$ cat src/design/vend_pkg.sv
/*
 * Vending machine shared definitions
 * Money and coin widths, coin values, row prices, the selection
 * record, controller states and small helper functions for the
 * coin, selection and change blocks.
 */
package vend_pkg;

    typedef logic [9:0] cents_t;      // Money in cents
    typedef logic [2:0] coin_code_t;  // 0 none, 1..6 coins, 7 rejected
    typedef logic [4:0] item_code_t;  // 0 none, 1..20 items
    typedef logic [1:0] row_t;        // Row A..D
    typedef logic [2:0] col_t;        // Column 1..5

    localparam int NUM_ROWS = 4;
    localparam int NUM_COLS = 5;

    // Indexed by coin code with code 7 worth nothing
    localparam cents_t COIN_VALUE [8] = '{
        10'd0, 10'd1, 10'd5, 10'd10, 10'd25, 10'd50, 10'd100, 10'd0
    };

    localparam cents_t ROW_PRICE [NUM_ROWS] = '{10'd100, 10'd125, 10'd150, 10'd175};

    typedef struct packed {
        logic valid;
        row_t row;
        col_t col;
    } selection_t;

    typedef enum logic [1:0] {
        ST_COLLECT,
        ST_VEND,
        ST_CHANGE
    } vend_state_t;

    function automatic cents_t coin_value(input coin_code_t code);
        return COIN_VALUE[code];
    endfunction

    function automatic item_code_t item_code(input row_t row, input col_t col);
        return item_code_t'(row * NUM_COLS + col + 1);
    endfunction

    // Values rise with the code, so the last fit is the largest
    function automatic coin_code_t largest_coin(input cents_t amount);
        coin_code_t best;
        best = '0;
        for (int c = 1; c < 7; c++) begin
            if (COIN_VALUE[c] <= amount) begin
                best = coin_code_t'(c);
            end
        end
        return best;
    endfunction

endpackage

$ cat src/design/coin_accumulator.sv
/*
 * Coin accumulator
 * Sums accepted coin values into the credit register, saturating
 * at full scale. A clear pulse empties the credit.
 */
module coin_accumulator (
    input  logic                 clock,
    input  logic                 reset,
    input  vend_pkg::coin_code_t coin_in,
    input  logic                 coin_accept,
    input  logic                 credit_clear,
    output vend_pkg::cents_t     credit
);

    logic [10:0]      sum_wide;  // One extra bit to catch overflow
    vend_pkg::cents_t sum_next;

    assign sum_wide = {1'b0, credit} + {1'b0, vend_pkg::coin_value(coin_in)};

    always_comb begin
        if (sum_wide[10]) begin
            sum_next = '1;  // Saturate at 1023
        end else begin
            sum_next = sum_wide[9:0];
        end
    end

    always_ff @(posedge clock or posedge reset) begin
        if (reset) begin
            credit <= '0;
        end else if (credit_clear) begin
            credit <= '0;
        end else if (coin_accept) begin
            credit <= sum_next;  // Codes 0 and 7 add zero
        end
    end

endmodule

$ cat src/design/selection_decoder.sv
/*
 * Selection decoder
 * Encodes the lowest pressed row and column key and holds them as
 * one selection until the controller drops it.
 */
module selection_decoder (
    input  logic                            clock,
    input  logic                            reset,
    input  logic [vend_pkg::NUM_ROWS-1:0]   row_keys,
    input  logic [vend_pkg::NUM_COLS-1:0]   col_keys,
    input  logic                            pick_clear,
    output vend_pkg::selection_t            pick
);

    vend_pkg::row_t row_sel;
    vend_pkg::col_t col_sel;
    logic           key_pair;

    //////////////////////////////
    // Priority encoders
    //////////////////////////////

    // Scan downward so the lowest pressed key wins
    always_comb begin
        row_sel = '0;
        for (int r = vend_pkg::NUM_ROWS - 1; r >= 0; r--) begin
            if (row_keys[r]) begin
                row_sel = vend_pkg::row_t'(r);
            end
        end
    end

    always_comb begin
        col_sel = '0;
        for (int c = vend_pkg::NUM_COLS - 1; c >= 0; c--) begin
            if (col_keys[c]) begin
                col_sel = vend_pkg::col_t'(c);
            end
        end
    end

    assign key_pair = (|row_keys) && (|col_keys);

    //////////////////////////////
    // Held selection
    //////////////////////////////

    always_ff @(posedge clock or posedge reset) begin
        if (reset) begin
            pick <= '0;
        end else if (pick_clear) begin
            pick <= '0;
        end else if (!pick.valid && key_pair) begin
            pick <= '{valid: 1'b1, row: row_sel, col: col_sel};
        end
    end

endmodule

$ cat src/design/change_dispenser.sv
/*
 * Change dispenser
 * Loads the amount owed, then returns the largest fitting coin each
 * cycle until nothing is left, and pulses done once at the end.
 */
module change_dispenser (
    input  logic                 clock,
    input  logic                 reset,
    input  logic                 change_load,
    input  vend_pkg::cents_t     change_amount,
    output vend_pkg::coin_code_t coin_to_return,
    output vend_pkg::cents_t     change_left,
    output logic                 change_done
);

    vend_pkg::coin_code_t next_coin;
    logic                 busy;

    assign next_coin = vend_pkg::largest_coin(change_left);

    always_ff @(posedge clock or posedge reset) begin
        if (reset) begin
            busy           <= 1'b0;
            change_left    <= '0;
            coin_to_return <= '0;
            change_done    <= 1'b0;
        end else if (change_load) begin
            busy           <= 1'b1;
            change_left    <= change_amount;
            coin_to_return <= '0;
            change_done    <= 1'b0;
        end else if (busy) begin
            if (change_left == '0) begin
                busy           <= 1'b0;
                coin_to_return <= '0;
                change_done    <= 1'b1;  // Single cycle
            end else begin
                coin_to_return <= next_coin;
                change_left    <= change_left - vend_pkg::coin_value(next_coin);
            end
        end else begin
            coin_to_return <= '0;
            change_done    <= 1'b0;
        end
    end

endmodule

$ cat src/design/vend_controller.sv
/*
 * Vending controller
 * State machine for collecting coins, checking the selected row's
 * price, holding the item code until the drop is sensed, and
 * starting the change payout. Also picks the display source.
 */
module vend_controller (
    input  logic                  clock,
    input  logic                  reset,
    input  vend_pkg::selection_t  pick,
    input  vend_pkg::cents_t      credit,
    input  logic                  food_dispensed,
    input  logic                  change_done,
    input  vend_pkg::cents_t      change_left,
    output logic                  coin_accept,
    output logic                  credit_clear,
    output logic                  pick_clear,
    output logic                  change_load,
    output vend_pkg::cents_t      change_amount,
    output vend_pkg::item_code_t  food_selection,
    output vend_pkg::cents_t      num_to_display
);

    vend_pkg::vend_state_t state;
    vend_pkg::cents_t      price;
    logic                  check;

    assign price = vend_pkg::ROW_PRICE[pick.row];
    assign check = pick.valid && !pick_clear;  // Skip a pick being dropped

    assign num_to_display = (state == vend_pkg::ST_CHANGE) ? change_left : credit;

    //////////////////////////////
    // State machine
    //////////////////////////////

    always_ff @(posedge clock or posedge reset) begin
        if (reset) begin
            state          <= vend_pkg::ST_COLLECT;
            coin_accept    <= 1'b1;
            credit_clear   <= 1'b0;
            pick_clear     <= 1'b0;
            change_load    <= 1'b0;
            food_selection <= '0;
        end else begin
            credit_clear <= 1'b0;  // Pulses
            pick_clear   <= 1'b0;
            change_load  <= 1'b0;
            case (state)
                vend_pkg::ST_COLLECT: begin
                    if (check) begin
                        if (credit >= price) begin
                            food_selection <= vend_pkg::item_code(pick.row, pick.col);
                            coin_accept    <= 1'b0;
                            state          <= vend_pkg::ST_VEND;
                        end else begin
                            pick_clear <= 1'b1;  // Not enough credit
                        end
                    end
                end
                vend_pkg::ST_VEND: begin
                    if (food_dispensed) begin
                        food_selection <= '0;
                        change_load    <= 1'b1;
                        credit_clear   <= 1'b1;
                        state          <= vend_pkg::ST_CHANGE;
                    end
                end
                vend_pkg::ST_CHANGE: begin
                    if (change_done) begin
                        pick_clear  <= 1'b1;  // Release the sold selection
                        coin_accept <= 1'b1;
                        state       <= vend_pkg::ST_COLLECT;
                    end
                end
                default: begin
                    coin_accept <= 1'b1;
                    state       <= vend_pkg::ST_COLLECT;
                end
            endcase
        end
    end

    // Change owed latched with the load pulse
    always_ff @(posedge clock) begin
        if (state == vend_pkg::ST_VEND && food_dispensed) begin
            change_amount <= credit - price;
        end
    end

endmodule

$ cat src/design/vending_machine.sv
/*
 * Vending machine top level
 * Four rows of five items. Connects the coin accumulator,
 * selection decoder, controller and change dispenser.
 */
module vending_machine (
    input  logic                            clock,
    input  logic                            reset,
    input  logic [vend_pkg::NUM_ROWS-1:0]   row_keys,
    input  logic [vend_pkg::NUM_COLS-1:0]   col_keys,
    input  vend_pkg::coin_code_t            coin_in,
    input  logic                            food_dispensed,
    output vend_pkg::cents_t                num_to_display,
    output vend_pkg::item_code_t            food_selection,
    output vend_pkg::coin_code_t            coin_to_return
);

    vend_pkg::selection_t pick;
    vend_pkg::cents_t     credit;
    vend_pkg::cents_t     change_amount;
    vend_pkg::cents_t     change_left;
    logic                 coin_accept;
    logic                 credit_clear;
    logic                 pick_clear;
    logic                 change_load;
    logic                 change_done;

    coin_accumulator accum0 (
        .clock        (clock),
        .reset        (reset),
        .coin_in      (coin_in),
        .coin_accept  (coin_accept),
        .credit_clear (credit_clear),
        .credit       (credit)
    );

    selection_decoder select0 (
        .clock      (clock),
        .reset      (reset),
        .row_keys   (row_keys),
        .col_keys   (col_keys),
        .pick_clear (pick_clear),
        .pick       (pick)
    );

    vend_controller ctrl0 (
        .clock          (clock),
        .reset          (reset),
        .pick           (pick),
        .credit         (credit),
        .food_dispensed (food_dispensed),
        .change_done    (change_done),
        .change_left    (change_left),
        .coin_accept    (coin_accept),
        .credit_clear   (credit_clear),
        .pick_clear     (pick_clear),
        .change_load    (change_load),
        .change_amount  (change_amount),
        .food_selection (food_selection),
        .num_to_display (num_to_display)
    );

    change_dispenser change0 (
        .clock          (clock),
        .reset          (reset),
        .change_load    (change_load),
        .change_amount  (change_amount),
        .coin_to_return (coin_to_return),
        .change_left    (change_left),
        .change_done    (change_done)
    );

endmodule

$ cat config.mk
export PLATFORM = sky130hd
export DESIGN_NAME = vending_machine
export DESIGN_NICKNAME = d
export VERILOG_FILES = /design/src/design/vend_pkg.sv /design/src/design/coin_accumulator.sv /design/src/design/selection_decoder.sv /design/src/design/change_dispenser.sv /design/src/design/vend_controller.sv /design/src/design/vending_machine.sv
export SDC_FILE = /design/constraint.sdc
export NUM_CORES = 1
export LEC_CHECK = 0
export BUFFER_PORTS_ARGS = -buffer_cell sky130_fd_sc_hd__buf_4
export CAP_MARGIN = 25
export CORE_AREA = 2 2 98 100
export CTS_CLUSTER_SIZE = 14
export DETAILED_ROUTE_END_ITERATION = 12
export DIE_AREA = 0 0 100 102
export GPL_ROUTABILITY_DRIVEN = 1
export GPL_TIMING_DRIVEN = 0
export PLACE_DENSITY = 0.55
export SETUP_SLACK_MARGIN = 0.3
export SYNTH_ARGS = -nofsm -noshare
export SYNTH_HDL_FRONTEND = slang
export SYNTH_SLANG_ARGS = --single-unit
$ cat constraint.sdc
create_clock -name clock -period 11.1 [get_ports clock]
set_clock_uncertainty 0.2 [all_clocks]
set_input_delay 1.665 -clock clock [delete_from_list [all_inputs] [get_ports clock]]
set_output_delay 1.665 -clock clock [all_outputs]
set_load 0.01 [all_outputs]
==> impl_metrics.tcl, run 1 <==
set metrics [dict create \
    status "completed" \
    cts-htree-levels 2 \
    finalSetupViolCount 0 \
    synthArstFlopShare 0.8039 \
    pre_cts_ws_ns 6.526 \
    drt-total-wl_um 8940 \
    worstPathRequired_ns 11.15 \
    finalCritPeriodShare 0.3995 \
    path_max_fanout 10 \
    grt_pass1_vias 3017 \
    switching_share 0.2866 \
    firstDrtPassIters 4 \
    worst_slack_ns 6.666 \
    worst-r2r-cell-count 12 \
    via_per_inst 5.486 \
    wl_per_cell_um 15.63 \
    rsz0062_at_grt "no" \
    final_nets 516 \
    place.gp.congestion 0.8799 \
    grt_max_degree 38 \
    post_cts_buffers 0 \
    p_int_uw 312.5 \
    cts_buffer_depth 2 \
    clkPwrFrac 0.299 \
    cts_tree "done" \
    worst_slew_pin_slew_ns 0.8830 \
    critPathLaunch "change0.change_left[3]" \
    initial_core_util 0.4085 \
    grt_use_total 0.1852 \
    grt_antenna_before_repair 0 \
    cts_root_buffer "clkbuf_8" \
    r2r_start "change0.change_left[3]" \
    synth.largest_area_cell "dfrtp_1" \
    diodes 0 \
    drv_slew 0 \
    numCtsBuffers 5 \
    die_h_um 102 \
    switchingPower_uw 125.5 \
    p_comb_frac 0.229 \
    final_cell_mix "nand2_1 (46), nor2_1 (41), dfrtp_1 (40)" \
    ys_seq_area_frac 0.3568 \
    io_pins 33 \
    synth_ff_type "dfrtp_1" \
    drive_above_1_share 0.1128 \
    grt_pass1_wl_um 14880 \
    dieArea_um2 10200 \
    yosysWarnings 0 \
    crit_family "compound AO/OA/AOI/OAI gates" \
    cp-endpoint "change0.change_left[9]" \
    place.port_buffers 32 \
    rrSetupSlack_ns 6.67 \
    avgSynthCellArea_um2 8.860 \
    grt-ovfl-total 0 \
    synth_nets 476 \
    powerDensity_nw_per_um2 103.5 \
    synthToLayoutAreaGrowth_pct 13.72 \
    synth_edf_count 10 \
    synth_area_um2 3721 \
    crit_slowest_cell "or4_1" \
    cts.sinks 51 \
    synth_area_leaders "dfrtp_1 (27%), ha_1 (12%), edfxtp_1 (8.1%), nand2_1 (4.6%), nor2_1 (4.1%)" \
    die_x_um 100 \
    synth_top_cell_area_share 0.2690 \
    worstHoldPathType "reg2reg" \
    fp.coreArea_um2 9109 \
    route.detailed.drc 0 \
    synth_cells 420 \
    min_period_ns 4.434 \
    r2r_end "change0.change_left[9]" \
    hpwl_um 7026 \
    clkTransAtPathRegs_ns 0.11 \
    hold_viol_final 0 \
    fmax_ghz 0.2255 \
    holdBufCountCts 0 \
    cts-resized-gates 0 \
    row_count 35 \
    p_leak_nw 2.003 \
    cap_viol_max_count 0 \
    path_buf_inv 1 \
    start_kind "flop" \
    slowest_delay_ns 0.53 \
    tns_ns 0 \
    worstSetupEndpointType "flop" \
    yosys_register_bits 51 \
    crit_top_cell "ha_1" \
    peakVddDrop_v 0.00007218 \
    drt_iter0_drc 175 \
    layout_commonest_cell "nand2_1" \
    vias 3138 \
    crit_cells 12 \
    postRouteAntennaNets 0 \
    critPathKind "reg2reg" \
    crit_chain "or3_1 -> a311o_1 -> a21oi_1 -> inv_1 -> ha_1 -> mux2i_1 -> ha_1 -> nor2b_1 -> o31a_1 -> o41a_1 -> or4_1 -> a31oi_1" \
    clk_latency_ns 0.32 \
    ys_types 52 \
    pwr-share-seq 0.472 \
    arrival_ns 4.49 \
    slew_headroom 0.4092 \
]
==> per-layer routing <==
metal / vias up / track usage / part of all wire
met5: - / 0 / 0
met4: 0 / 0.05058 / 0.016
met3: 14 / 0.02189 / 0.023
met2: 41 / 0.3212 / 0.50
met1: 1501 / 0.2471 / 0.46
li1: 1582 / - / -
==> power by group through the flow <==
| stage | Sequential (mW) | Clock [mW] | Combinational (mW) |
|---|---|---|---|
| 2_1_floorplan | 0.207 | 0 | 0.0773 |
| 3_3_place_gp | 0.210 | 0 | 0.0967 |
| 3_5_place_dp | 0.211 | 0 | 0.100 |
| 4_1_cts | 0.207 | 0.136 | 0.101 |
| 5_1_grt | 0.207 | 0.142 | 0.116 |
| 6_report | 0.207 | 0.131 | 0.100 |
==> worst min-delay path by stage <==
stage	from	end	slack (ns)	cells after the start
floorplan	ctrl0.change_amount[0]	change0.change_left[0]	0.23	2
global placement	ctrl0.change_amount[2]	change0.change_left[2]	0.24	2
detailed placement	ctrl0.change_amount[2]	change0.change_left[2]	0.24	2
CTS	ctrl0.change_amount[2]	change0.change_left[2]	0.27	2
global route	ctrl0.change_amount[0]	change0.change_left[0]	0.32	2
finish	ctrl0.change_amount[2]	change0.change_left[2]	0.26	2
==> through the flow <==
stage	hold slack [ns]	total power, mW	util	cells	instance area [um2]
2_1_floorplan	0.2297	0.2844	-	420	3721
6_report	0.2610	0.4380	0.4646	572	4232
5_1_grt	0.3222	0.4653	0.4646	572	4232
3_5_place_dp	0.2444	0.3106	0.4523	564	4120
3_3_place_gp	0.2371	0.3069	0.4501	563	4100
4_1_cts	0.2663	0.4434	0.4646	572	4232
==> registers in the layout (all words and copies together), names as in the netlist, 2 cells and up <==
signal                  flops
ctrl0.state                 2
change0.change_left        10
accum0.credit              10
select0.pick                6
change0.coin_to_return      3
ctrl0.change_amount        10
ctrl0.food_selection        5
==> cell usage after synthesis, types with 3 or more instances <==
cell type and instances:
a21oi_1 26, edfxtp_1 10, nor2_1 41, or3_1 6
o21ai_0 26, xor2_1 4, nand2_1 46, nand3_1 5
or2_2 3, a31oi_1 4, nor3_1 16, mux2i_1 5
o21a_1 10, o31ai_1 3, inv_1 29, o31a_1 5
clkbuf_1 10, or4_1 4, xnor2_1 9, dfrtp_1 40
a22o_1 6, ha_1 37, a21o_1 5, o211ai_1 3
a211oi_1 10, nand2b_1 8, fa_1 4, nor2b_1 12
==> worst reg2reg max path, stage by stage, from the launching register on <==
cell     delay, ns
dfrtp_1       0.49
or3_1         0.50
a311o_1       0.49
a21oi_1       0.36
inv_1         0.15
ha_1          0.21
mux2i_1       0.21
ha_1          0.28
nor2b_1       0.15
o31a_1        0.28
o41a_1        0.38
or4_1         0.53
a31oi_1       0.17
==> kinds of logic after synthesis <==
logic type,count (synthesis),share of synthesized area
AOI/OAI and AO/OA,120,0.2216
xor gates and xnor gates,13,0.03060
adders and majority gates,41,0.1459
buffers and inverters,41,0.04371
DFF,51,0.3568
muxes,5,0.01345
and+or+nand+nor,149,0.1880
==> cell type report <==
class / instances / area (um2)
fill: 897 / 4877
multi-input combinational: 328 / 2231
sequential: 51 / 1328
timing repair buffer: 33 / 260.3
tap: 111 / 138.9
inverter: 29 / 108.9
clock buffer: 5 / 68.82
buffer: 12 / 53.80
clock inverter: 3 / 42.54
No activity file was read; power rests on OpenSTA's default activity.
==> run 2, diff against run 1 <==
clock period = 4.2 ns   (was 11.1 ns; I/O delays follow)
==> run 2 against run 1 <==
Sequential share of layout area down 1.8 points. Hold slack better by 0.00080 ns. Non-clock buffer count up 19. Final cell count up 3.3%. Register-to-register slack worse by 6.4 ns. Largest power group unchanged. Highest routed layer unchanged.
==> impl_metrics.tcl, run 2 (synthesis results as in run 1) <==
set metrics [dict create \
    arrival_ns 3.94 \
    drt_iter0_drc 145 \
    place.port_buffers 32 \
    hpwl_um 6975 \
    drive_above_1_share 0.2042 \
    firstDrtPassIters 4 \
    worst_slack_ns 0.2854 \
    slowest_delay_ns 0.47 \
    initial_core_util 0.4085 \
    grt_max_degree 38 \
    row_count 35 \
    start_kind "flop" \
    die_x_um 100 \
    pwr-share-seq 0.496 \
    largestRegisters "accum0.credit x10, change0.change_left x10, ctrl0.change_amount x10" \
    cts_root_buffer "clkbuf_8" \
    route.detailed.drc 0 \
    multi_input_area_um2 2375 \
    worstPathRequired_ns 4.23 \
    dieArea_um2 10200 \
    place.gp.congestion 0.8840 \
    p_total_mw 1.100 \
    clkPwrFrac 0.265 \
    vias 3218 \
    worstSetupEndpointType "flop" \
    min_period_ns 3.915 \
    wl_per_cell_um 15.83 \
    grt_antenna_before_repair 0 \
    clkTransAtPathRegs_ns 0.10 \
    critPathKind "reg2reg" \
    crit_chain "or3_4 -> a311o_1 -> buf_6 -> a21oi_4 -> ha_2 -> mux2i_4 -> buf_4 -> buf_6 -> inv_2 -> fa_2 -> nor2b_4 -> o31a_1 -> o31a_1 -> or4b_1 -> a31oi_1" \
    drv_slew 0 \
    postRouteAntennaNets 0 \
    p_int_uw 766.4 \
    cap_viol_max_count 0 \
    grt_pass1_wl_um 15480 \
    num-fill-cells 848 \
    cts_buffer_depth 2 \
    synthToLayoutAreaGrowth_pct 21.32 \
    fp.coreArea_um2 9109 \
    status "completed" \
    crit_slowest_cell "or4b_1" \
    regArea_um2 1335 \
    die_h_um 102 \
    slew_headroom 0.4233 \
    fmax_ghz 0.2555 \
    switchingPower_uw 333.1 \
    crit_family "compound AO/OA/AOI/OAI gates" \
    final_nets 535 \
    final_cell_mix "buf_4 (49), nand2_1 (44), nor2_1 (41)" \
    powerDensity_nw_per_um2 243.6 \
    path_max_fanout 4 \
    finalSetupViolCount 0 \
    layout_commonest_cell "buf_4" \
    cts_tree "done" \
    finalCritPeriodShare 0.9320 \
    pre_cts_ws_ns -0.02925 \
    tns_ns 0 \
    peakVddDrop_v 0.0001715 \
    numCtsBuffers 5 \
    grt_use_total 0.1918 \
    grt-ovfl-total 0 \
    hold_viol_final 0 \
    path_buf_inv 4 \
    cts-htree-levels 2 \
    via_per_inst 5.445 \
    switching_share 0.3029 \
    grt_pass1_vias 3213 \
    cts.sinks 51 \
    worst_slew_pin_slew_ns 0.8619 \
    p_comb_frac 0.239 \
    rsz0062_at_grt "yes" \
    io_pins 33 \
    p_leak_nw 2.108 \
    diodes 0 \
    worstHoldPathType "reg2reg" \
    clk_latency_ns 0.31 \
    drt-total-wl_um 9357 \
]
==> run 2: worst paths after layout <==
path / from / to / slack, ns / depth (start not counted)
max reg2reg: change0.change_left[2] / change0.change_left[8] / 0.29 / 15
min in group asynchronous: reset / change0.coin_to_return[2] / 0.55 / 3
max in group asynchronous: reset / ctrl0.coin_accept / 2.76 / 4
min reg2reg: ctrl0.change_amount[0] / change0.change_left[0] / 0.26 / 2
max: change0.change_left[2] / change0.change_left[8] / 0.29 / 15
min: ctrl0.change_amount[0] / change0.change_left[0] / 0.26 / 2
==> run 2: power by group through the flow <==
stage	combinational, mW	clock, mW	sequential (mW)
finish	0.263	0.291	0.545
global route	0.305	0.323	0.548
CTS	0.266	0.301	0.545
detailed placement	0.263	0	0.555
global placement	0.256	0	0.556
floorplan	0.204	0	0.547
==> run 2: layout make-up <==
cell class | count | area share
Clock inverter | 3 | 0.004157
Inverter | 29 | 0.02411
Tap cell | 111 | 0.03076
Buffer | 12 | 0.01247
Timing Repair Buffer | 52 | 0.09146
Clock buffer | 5 | 0.01524
Sequential cell | 51 | 0.2957
Multi-Input combinational cell | 328 | 0.5261
==> run 2: per-stage QoR <==
step	hold slack, ns	std cells	utilization	cell area [um2]
3_5_place_dp	0.2438	564	0.4527	4124
6_report	0.2618	591	0.4956	4514
3_3_place_gp	0.2383	563	0.4505	4104
4_1_cts	0.2676	588	0.4837	4405
5_1_grt	0.2943	591	0.4956	4514
2_1_floorplan	0.2297	420	-	3725
==> run 2: worst register-to-register path, cell delays in order (launching register included) <==
cell	delay, ns
dfrtp_2	0.44
or3_4	0.41
a311o_1	0.44
buf_6	0.16
a21oi_4	0.16
ha_2	0.22
mux2i_4	0.07
buf_4	0.13
buf_6	0.10
inv_2	0.05
fa_2	0.23
nor2b_4	0.06
o31a_1	0.27
o31a_1	0.27
or4b_1	0.47
a31oi_1	0.17
==> run 2: metal layers <==
layer / routed length, um / global-route usage / share of wire
met4: 222 / 0.07060 / 0.024
met1: 4375 / 0.2508 / 0.47
met3: 116 / 0.02736 / 0.012
met5: 0 / 0 / 0
met2: 4642 / 0.3264 / 0.50
==> run 2: what timing repair did <==
action / CTS / global route
setup endpoints to repair: 6 / 5
gates resized for setup: 22 / 20
buffers inserted: 15 / 3
cloned: 0 / 0
pin swaps: 8 / 9
hold buffers: 1 / 0
hold endpoints to repair: 4 / 0
